### config.mk
export PLATFORM = sky130hd
export DESIGN_NAME = alpha_test_top
export DESIGN_NICKNAME = d
export VERILOG_FILES = /design/src/logic/alpha_pkg.sv /design/src/logic/alpha_test_top.sv /design/src/logic/alpha_control.sv /design/src/logic/alpha_serial_loader.sv /design/src/logic/alpha_front_panel.sv /design/src/logic/alpha_bias_regs.sv
export VERILOG_INCLUDE_DIRS = /design/src /design/src/logic
export SDC_FILE = /design/constraint.sdc
export NUM_CORES = 1
export LEC_CHECK = 0
export ABC_CLOCK_PERIOD_IN_PS = 3300
export BUFFER_PORTS_ARGS = -buffer_cell sky130_fd_sc_hd__buf_2
export CORE_UTILIZATION = 55
export DETAILED_ROUTE_END_ITERATION = 6
export PLACE_DENSITY = 0.86
export SLEW_MARGIN = 10
export SYNTH_ARGS = -nofsm -noshare
export SYNTH_HDL_FRONTEND = slang
export SYNTH_SLANG_ARGS = --single-unit
### constraint.sdc
create_clock -name clock -period 3.3 [get_ports clock]
set_clock_uncertainty 0.1 [all_clocks]
set_input_delay 0.66 -clock clock [delete_from_list [all_inputs] [get_ports clock]]
set_output_delay 0.66 -clock clock [all_outputs]
set_load 0.005 [all_outputs]
### src/logic/alpha_cfg.svh
`ifndef ALPHA_CFG_SVH
`define ALPHA_CFG_SVH

// length of the button delay pipeline
`define ALPHA_BUTTON_DEPTH 7

// cycles that dreset is held high in sequence 1
`define ALPHA_DRESET_CYCLES 16

// clock cycles per sclk phase
`define ALPHA_SCLK_HALF 2

// reset value of every bias register
`define ALPHA_BIAS_RESET 12'h844

`endif
### src/logic/alpha_pkg.sv
`default_nettype none

package alpha_pkg;

	// bias register numbering, shared by the APB map and the chip address
	typedef enum logic [1:0] {
		cmp_bias = 2'd0,
		isel     = 2'd1,
		sb_bias  = 2'd2,
		db_bias  = 2'd3
	} bias_addr_t;

	// one serial word for the chip, sent msb first
	typedef struct packed {
		logic [3:0]  addr;
		logic [11:0] value;
	} serial_word_t;

	// chip address of cmp_bias, the others follow in order
	localparam logic [3:0] CHIP_ADDR_BASE = 4'h8;

	// one-hot start vector
	typedef logic [2:0] sequence_t;

	// bit positions inside sequence_t
	localparam int SEQ_RESET_BIT = 0;
	localparam int SEQ_LOAD_BIT  = 1;
	localparam int SEQ_TOKEN_BIT = 2;

endpackage

`default_nettype wire

### src/logic/alpha_test_top.sv
`timescale 1ns/10ps
`default_nettype none

module alpha_test_top (
	input  wire logic        clock,
	input  wire logic        reset,
	input  wire logic        button,
	input  wire logic [3:0]  rot,
	input  wire logic        psel,
	input  wire logic        penable,
	input  wire logic        pwrite,
	input  wire logic [3:0]  paddr,
	input  wire logic [31:0] pwdata,
	output logic [31:0]      prdata,
	output logic             pready,
	output logic             pslverr,
	output logic [3:0]       coax_led,
	output logic             dreset,
	output logic             sync,
	output logic             tok_a_in,
	output logic             trig_top,
	output logic             sin,
	output logic             sclk,
	output logic             pclk,
	output logic             busy,
	output logic [2:0]       done_flags
);

	logic [11:0]          cmp_bias;
	logic [11:0]          isel;
	logic [11:0]          sb_bias;
	logic [11:0]          db_bias;
	alpha_pkg::sequence_t start;

	alpha_bias_regs u_bias_regs (
		.clock    (clock),
		.reset    (reset),
		.psel     (psel),
		.penable  (penable),
		.pwrite   (pwrite),
		.paddr    (paddr),
		.pwdata   (pwdata),
		.prdata   (prdata),
		.pready   (pready),
		.pslverr  (pslverr),
		.cmp_bias (cmp_bias),
		.isel     (isel),
		.sb_bias  (sb_bias),
		.db_bias  (db_bias)
	);

	// synchronized rotary level drives the coax leds
	alpha_front_panel u_front_panel (
		.clock     (clock),
		.reset     (reset),
		.button    (button),
		.rot       (rot),
		.rot_level (coax_led),
		.start     (start)
	);

	alpha_control u_control (
		.clock      (clock),
		.reset      (reset),
		.start      (start),
		.cmp_bias   (cmp_bias),
		.isel       (isel),
		.sb_bias    (sb_bias),
		.db_bias    (db_bias),
		.dreset     (dreset),
		.sync       (sync),
		.tok_a_in   (tok_a_in),
		.trig_top   (trig_top),
		.sin        (sin),
		.sclk       (sclk),
		.pclk       (pclk),
		.busy       (busy),
		.done_flags (done_flags)
	);

endmodule

`default_nettype wire

### src/logic/alpha_control.sv
`timescale 1ns/10ps
`default_nettype none

`include "alpha_cfg.svh"

module alpha_control (
	input  wire logic        clock,
	input  wire logic        reset,
	input  wire alpha_pkg::sequence_t start,
	input  wire logic [11:0] cmp_bias,
	input  wire logic [11:0] isel,
	input  wire logic [11:0] sb_bias,
	input  wire logic [11:0] db_bias,
	output logic             dreset,
	output logic             sync,
	output logic             tok_a_in,
	output logic             trig_top,
	output logic             sin,
	output logic             sclk,
	output logic             pclk,
	output logic             busy,
	output logic [2:0]       done_flags
);

	localparam int DRESET_N = `ALPHA_DRESET_CYCLES;
	localparam int DCNT_W   = (DRESET_N > 1) ? $clog2(DRESET_N) : 1;

	localparam logic [DCNT_W-1:0] DCNT_LAST = DCNT_W'(DRESET_N - 1);

	typedef enum logic [2:0] {
		st_idle,
		st_dreset,
		st_sync,
		st_load,
		st_wait,
		st_token,
		st_trig
	} ctl_state_t;

	ctl_state_t              state;
	logic [DCNT_W-1:0]       dcnt;
	alpha_pkg::bias_addr_t   word_idx;
	alpha_pkg::serial_word_t ld_word;
	logic                    ld_load;
	logic                    ld_done;

	always_ff @(posedge clock) begin
		if (reset) begin
			state      <= st_idle;
			dcnt       <= '0;
			word_idx   <= alpha_pkg::cmp_bias;
			done_flags <= 3'b000;
		end else begin
			case (state)
				// starts are only taken here
				st_idle: begin
					dcnt <= '0;
					if (start[alpha_pkg::SEQ_RESET_BIT]) begin
						state <= st_dreset;
					end else if (start[alpha_pkg::SEQ_LOAD_BIT]) begin
						state    <= st_load;
						word_idx <= alpha_pkg::cmp_bias;
					end else if (start[alpha_pkg::SEQ_TOKEN_BIT]) begin
						state <= st_token;
					end
				end
				st_dreset: begin
					if (dcnt == DCNT_LAST) begin
						state <= st_sync;
					end else begin
						dcnt <= dcnt + 1'b1;
					end
				end
				st_sync: begin
					state         <= st_idle;
					done_flags[0] <= 1'b1;
				end
				st_load: state <= st_wait;
				st_wait: begin
					if (ld_done) begin
						if (word_idx == alpha_pkg::db_bias) begin
							state         <= st_idle;
							done_flags[1] <= 1'b1;
						end else begin
							state    <= st_load;
							word_idx <= alpha_pkg::bias_addr_t'(word_idx + 2'd1);
						end
					end
				end
				st_token: state <= st_trig;
				st_trig: begin
					state         <= st_idle;
					done_flags[2] <= 1'b1;
				end
				default: state <= st_idle;
			endcase
		end
	end

	// current bias value, sampled by the loader at the load cycle
	always_comb begin
		ld_word.addr = alpha_pkg::CHIP_ADDR_BASE + {2'b00, word_idx};
		case (word_idx)
			alpha_pkg::cmp_bias: ld_word.value = cmp_bias;
			alpha_pkg::isel:     ld_word.value = isel;
			alpha_pkg::sb_bias:  ld_word.value = sb_bias;
			alpha_pkg::db_bias:  ld_word.value = db_bias;
			default:             ld_word.value = 12'd0;
		endcase
	end

	assign ld_load  = (state == st_load);
	assign dreset   = (state == st_dreset);
	assign sync     = (state == st_sync);
	assign tok_a_in = (state == st_token);
	assign trig_top = (state == st_trig);
	assign busy     = (state != st_idle);

	alpha_serial_loader u_loader (
		.clock (clock),
		.reset (reset),
		.load  (ld_load),
		.word  (ld_word),
		.done  (ld_done),
		.sin   (sin),
		.sclk  (sclk),
		.pclk  (pclk)
	);

endmodule

`default_nettype wire

### src/logic/alpha_serial_loader.sv
`timescale 1ns/10ps
`default_nettype none

`include "alpha_cfg.svh"

module alpha_serial_loader (
	input  wire logic clock,
	input  wire logic reset,
	input  wire logic load,
	input  wire alpha_pkg::serial_word_t word,
	output logic      done,
	output logic      sin,
	output logic      sclk,
	output logic      pclk
);

	localparam int HALF    = `ALPHA_SCLK_HALF;
	localparam int PHASE_W = (2 * HALF > 1) ? $clog2(2 * HALF) : 1;

	localparam logic [PHASE_W-1:0] PHASE_HIGH = PHASE_W'(HALF);
	localparam logic [PHASE_W-1:0] PHASE_LAST = PHASE_W'(2 * HALF - 1);

	typedef enum logic [1:0] {
		st_idle,
		st_shift,
		st_latch,
		st_done
	} ld_state_t;

	ld_state_t    state;
	logic [15:0]  shreg;
	logic [3:0]   bit_cnt;
	logic [PHASE_W-1:0] phase_cnt;

	// control path
	always_ff @(posedge clock) begin
		if (reset) begin
			state     <= st_idle;
			bit_cnt   <= 4'd0;
			phase_cnt <= '0;
		end else begin
			case (state)
				st_idle: begin
					if (load) begin
						state     <= st_shift;
						bit_cnt   <= 4'd0;
						phase_cnt <= '0;
					end
				end
				st_shift: begin
					if (phase_cnt == PHASE_LAST) begin
						phase_cnt <= '0;
						if (bit_cnt == 4'd15) begin
							state <= st_latch;
						end else begin
							bit_cnt <= bit_cnt + 4'd1;
						end
					end else begin
						phase_cnt <= phase_cnt + 1'b1;
					end
				end
				st_latch: state <= st_done;
				st_done:  state <= st_idle;
				default:  state <= st_idle;
			endcase
		end
	end

	// payload, word only taken while idle
	always_ff @(posedge clock) begin
		if (state == st_idle && load) begin
			shreg <= word;
		end else if (state == st_shift && phase_cnt == PHASE_LAST) begin
			shreg <= {shreg[14:0], 1'b0};
		end
	end

	// sclk high in the second half of each bit
	assign sin  = (state == st_shift) && shreg[15];
	assign sclk = (state == st_shift) && (phase_cnt >= PHASE_HIGH);
	assign pclk = (state == st_latch);
	assign done = (state == st_done);

endmodule

`default_nettype wire

### src/logic/alpha_front_panel.sv
`timescale 1ns/10ps
`default_nettype none

`include "alpha_cfg.svh"

module alpha_front_panel (
	input  wire logic       clock,
	input  wire logic       reset,
	input  wire logic       button,
	input  wire logic [3:0] rot,
	output logic [3:0]      rot_level,
	output alpha_pkg::sequence_t start
);

	localparam int DEPTH = `ALPHA_BUTTON_DEPTH;

	logic [3:0]       rot_meta;
	logic [DEPTH-1:0] button_pipe;
	logic             released;

	// switch is active low, invert on the way in
	always_ff @(posedge clock) begin
		if (reset) begin
			rot_meta  <= 4'd0;
			rot_level <= 4'd0;
		end else begin
			rot_meta  <= ~rot;
			rot_level <= rot_meta;
		end
	end

	// button delay line, newest sample in bit 0
	always_ff @(posedge clock) begin
		if (reset) begin
			button_pipe <= '0;
		end else begin
			button_pipe <= {button_pipe[DEPTH-2:0], button};
		end
	end

	// oldest taps show pressed then released
	assign released = (button_pipe[DEPTH-1:DEPTH-2] == 2'b10);

	// one start pulse per release, chosen by the rotary position
	always_ff @(posedge clock) begin
		if (reset) begin
			start <= '0;
		end else begin
			start <= '0;
			if (released) begin
				case (rot_level)
					4'd1: start[alpha_pkg::SEQ_RESET_BIT] <= 1'b1;
					4'd2: start[alpha_pkg::SEQ_LOAD_BIT]  <= 1'b1;
					4'd3: start[alpha_pkg::SEQ_TOKEN_BIT] <= 1'b1;
					// other positions do nothing
					default: start <= '0;
				endcase
			end
		end
	end

endmodule

`default_nettype wire

### src/logic/alpha_bias_regs.sv
`timescale 1ns/10ps
`default_nettype none

`include "alpha_cfg.svh"

module alpha_bias_regs (
	input  wire logic        clock,
	input  wire logic        reset,
	input  wire logic        psel,
	input  wire logic        penable,
	input  wire logic        pwrite,
	input  wire logic [3:0]  paddr,
	input  wire logic [31:0] pwdata,
	output logic [31:0]      prdata,
	output logic             pready,
	output logic             pslverr,
	output logic [11:0]      cmp_bias,
	output logic [11:0]      isel,
	output logic [11:0]      sb_bias,
	output logic [11:0]      db_bias
);

	logic                  wr_en;
	alpha_pkg::bias_addr_t reg_addr;
	logic [11:0]           rd_val;

	// word addressed, paddr[1:0] ignored
	assign reg_addr = alpha_pkg::bias_addr_t'(paddr[3:2]);

	// write lands in the access phase
	assign wr_en = psel && penable && pwrite;

	// no wait states and no error responses
	assign pready  = 1'b1;
	assign pslverr = 1'b0;

	always_ff @(posedge clock) begin
		if (reset) begin
			cmp_bias <= `ALPHA_BIAS_RESET;
			isel     <= `ALPHA_BIAS_RESET;
			sb_bias  <= `ALPHA_BIAS_RESET;
			db_bias  <= `ALPHA_BIAS_RESET;
		end else if (wr_en) begin
			case (reg_addr)
				alpha_pkg::cmp_bias: cmp_bias <= pwdata[11:0];
				alpha_pkg::isel:     isel     <= pwdata[11:0];
				alpha_pkg::sb_bias:  sb_bias  <= pwdata[11:0];
				alpha_pkg::db_bias:  db_bias  <= pwdata[11:0];
				default:             cmp_bias <= cmp_bias;
			endcase
		end
	end

	// read mux
	always_comb begin
		case (reg_addr)
			alpha_pkg::cmp_bias: rd_val = cmp_bias;
			alpha_pkg::isel:     rd_val = isel;
			alpha_pkg::sb_bias:  rd_val = sb_bias;
			alpha_pkg::db_bias:  rd_val = db_bias;
			default:             rd_val = 12'd0;
		endcase
	end

	// upper bits read as zero
	assign prdata = {20'd0, rd_val};

endmodule

`default_nettype wire

==> run summary <==
status - completed
Netlist cell types - 49
Slew Limit Fails - 0
fmax - 380.4 MHz
Rows - 33
Filler Cell Count - 674
share of layout cells above drive strength 1 - 15.36%
register area share after synthesis - 46.75%
total wire length - 9.835 mm
antenna fix cells - 0
slew margin rel. - 43.65%
Avg Cell Area, Syn - 9.007 um2
Finish-stage setup viols - 0
Via-to-Cell Ratio - 5.633
largest net degree at the start of global routing - 64
Hold EP - u_front_panel.button_pipe[4]$_SDFF_PP0_
Final Hold Vio Count - 0
Startpoint Class - input pin
Main synth FF type - dfxtp_1
# DRC - 0
Leakage - 1.979 nW
WP data required - 2.54 ns
Final #Nets - 615
min cycle time layout - 2.629 ns
WS Path Type - input pin to output port
H-tree levels - 3
Slew @ Worst Pin - 0.8452 ns
Starting Density - 57.05%
GR Overflow Total - 0
R2R cell count - 5
Async SR Flop Fraction - 0%
WP data arrival - 1.87 ns
most frequent cells in the layout - nand2_1 (120), dfxtp_1 (86), a21oi_1 (56)
1st-iter DRT viols - 309
die area - 8939 um2
period utilisation layout - 79.66%
Fin Hold WS - 0.3373 ns
crit-path max FO - 20
crit-path cells - buf_2 -> mux4_2 -> buf_2
setup bufs post-CTS - 0
Port Buf Inserts - 50
initial antenna violation count - 0
Synth Instances - 523
CTS resizes - 0
Max VDD drop - 0.0003136 V
yosys warns - 0
HPWL after DPL - 6.481 mm
WP buf/inv - 2
TritonCTS buffer count - 9
vias in the first global route - 3,450
first-pass GRT wire length - 16.06 mm
CTS tree - done
max-cap violation count - 0
area of the mapped netlist - 4711 um2
Total GRT Usage - 23.18%
# clock sinks - 102
slowest CP cell - mux4_2
Hold WC Path Type - register to register
Reg clk slew, reported paths - 0.09 ns
TNS Setup - 0 ns
worst min-delay path startpoint - u_front_panel.button_pipe[3]$_SDFF_PP0_
via count - 3,746
Placer Congestion - 0.7577
clock latency on the worst-skew pair - 0.36 ns
IO Pins - 95
drt first pass iters - 6
Critical R2R Launch - u_control.u_loader.state[0]$_SDFFE_PP0P_
commonest non-fill, non-tap cell in the layout - nand2_1
CP dominant cell by count - buf_2
Die W - 94.55 um
post-DR wirelength/cell - 14.79 um
PwrDens - 467.3 nW/um2
crit end category - output port
CP peak stage delay - 0.61 ns
CTS root buf - clkbuf_8
post-synthesis register bit count - 102
Detail Route Antenna Nets - 0
CTS Buffer Depth - 2
worst hold stages - 1
Post-CTS Hold Buffers - 0
Area Overhead vs Synth - 8.101%
Post-synth EDFFs - 16
RSZ-0062 raised after global routing - no
final core occ - 61.67%
delay-heaviest family, CP - multiplexers
DIE HEIGHT - 94.55 um
Reg2Reg Setup Slack - 1.13 ns
worst r2r dst - u_control.u_loader.shreg[8]$_DFFE_PP_
Core ar. - 8258 um2
-- report_power, final --
| part | switching [mW] | internal [mW] | total [mW] |
|---|---|---|---|
| sequential | 0.0455 | 1.29 | 1.33 |
| combinational | 0.157 | 0.128 | 0.285 |
| clock | 0.417 | 0.343 | 0.760 |
| total | 0.620 | 1.76 | 2.38 |
-- how the worst max path moves through the flow --
| stage | start | to | slack (ns) | cells past startpoint |
|---|---|---|---|---|
| global route | paddr[2] | prdata[2] | 0.63 | 3 |
| global placement | paddr[2] | prdata[2] | 0.69 | 3 |
| finish | paddr[2] | prdata[2] | 0.67 | 3 |
| floorplan | paddr[2] | prdata[10] | 0.87 | 3 |
| CTS | paddr[2] | prdata[2] | 0.68 | 3 |
| detailed placement | paddr[2] | prdata[2] | 0.70 | 3 |
-- per-layer routing --
metal	wire (um)	share of wire [%]	up-vias	track usage, %
met5	0	0	-	0
met1	4124	42	1769	28.22
li1	-	-	1829	-
met3	554	5.6	23	3.543
met2	4941	50	125	40.04
met4	214	2.2	0	11.36
-- cell type report --
type,instances,area [um2],share of cell area (%)
clock buffers,12,166.4,3.268
clock inverters,4,27.53,0.5405
inverters,8,30.03,0.5897
multi-input cells,379,2247,44.13
flip-flops and latches,102,2202,43.24
well taps,105,131.4,2.580
repair buffers,55,287.8,5.651
-- cell usage after synthesis, types with 2 or more instances --
master,count,area (um2)
dfxtp_1,86,1722
nor2b_1,12,75.07
nand4_1,4,25.02
a21oi_1,56,280.3
xor2_1,3,26.28
nand3_1,6,30.03
nor3_1,2,10.01
and3_1,5,31.28
nor4_1,2,12.51
nor3b_1,4,30.03
o21ai_0,15,75.07
nand2_1,120,450.4
inv_1,8,30.03
or3_1,4,25.02
nand2b_1,5,31.28
conb_1,2,7.510
a211oi_1,2,15.01
edfxtp_1,16,480.5
and2_1,2,12.51
nand3b_1,16,120.1
mux4_2,12,270.3
ha_1,14,175.2
buf_2,11,55.05
nor2_1,39,146.4
buf_4,22,165.2
clkbuf_1,20,75.07
mux2i_1,2,20.02
a222oi_1,12,120.1
-- registers in the layout, indices dropped and copies added (netlist names), 3 cells and up --
name                        flops
u_control.u_loader.bit_cnt      4
u_bias_regs.isel               12
u_control.dcnt                  4
u_bias_regs.sb_bias            12
u_control.u_loader.shreg       16
u_control.state                 3
u_front_panel.start             3
u_bias_regs.db_bias            12
u_bias_regs.cmp_bias           12
u_front_panel.rot_level         4
u_control.done_flags            3
u_front_panel.rot_meta          4
u_front_panel.button_pipe       7
-- kinds of logic (layout without fill, tap and decap cells) --
| logic type | after synthesis | in the layout | synth area share (%) |
|---|---|---|---|
| AND/OR/NAND/NOR | 228 | 228 | 22.66 |
| other | 2 | 22 | 0.1594 |
| adder cells (fa/ha/maj) | 14 | 14 | 3.719 |
| AO/OA/AOI/OAI | 96 | 96 | 12.43 |
| multiplexers | 15 | 15 | 6.401 |
| XOR/XNOR | 4 | 4 | 0.7438 |
| flip-flops | 102 | 102 | 46.75 |
| buffers and inverters | 62 | 79 | 7.145 |
-- per-stage QoR --
stage	instances	power [mW]	instance area, um2	worst slack [ns]
final	665	2.380	5092	0.6712
after global routing	665	2.479	5092	0.6255
after CTS	665	2.389	5092	0.6840
after detailed placement	649	1.645	4898	0.6957
after global placement	649	1.632	4898	0.6895
after floorplan	543	1.591	4786	0.8682
Note: power is estimated with default switching activity, not from simulation.
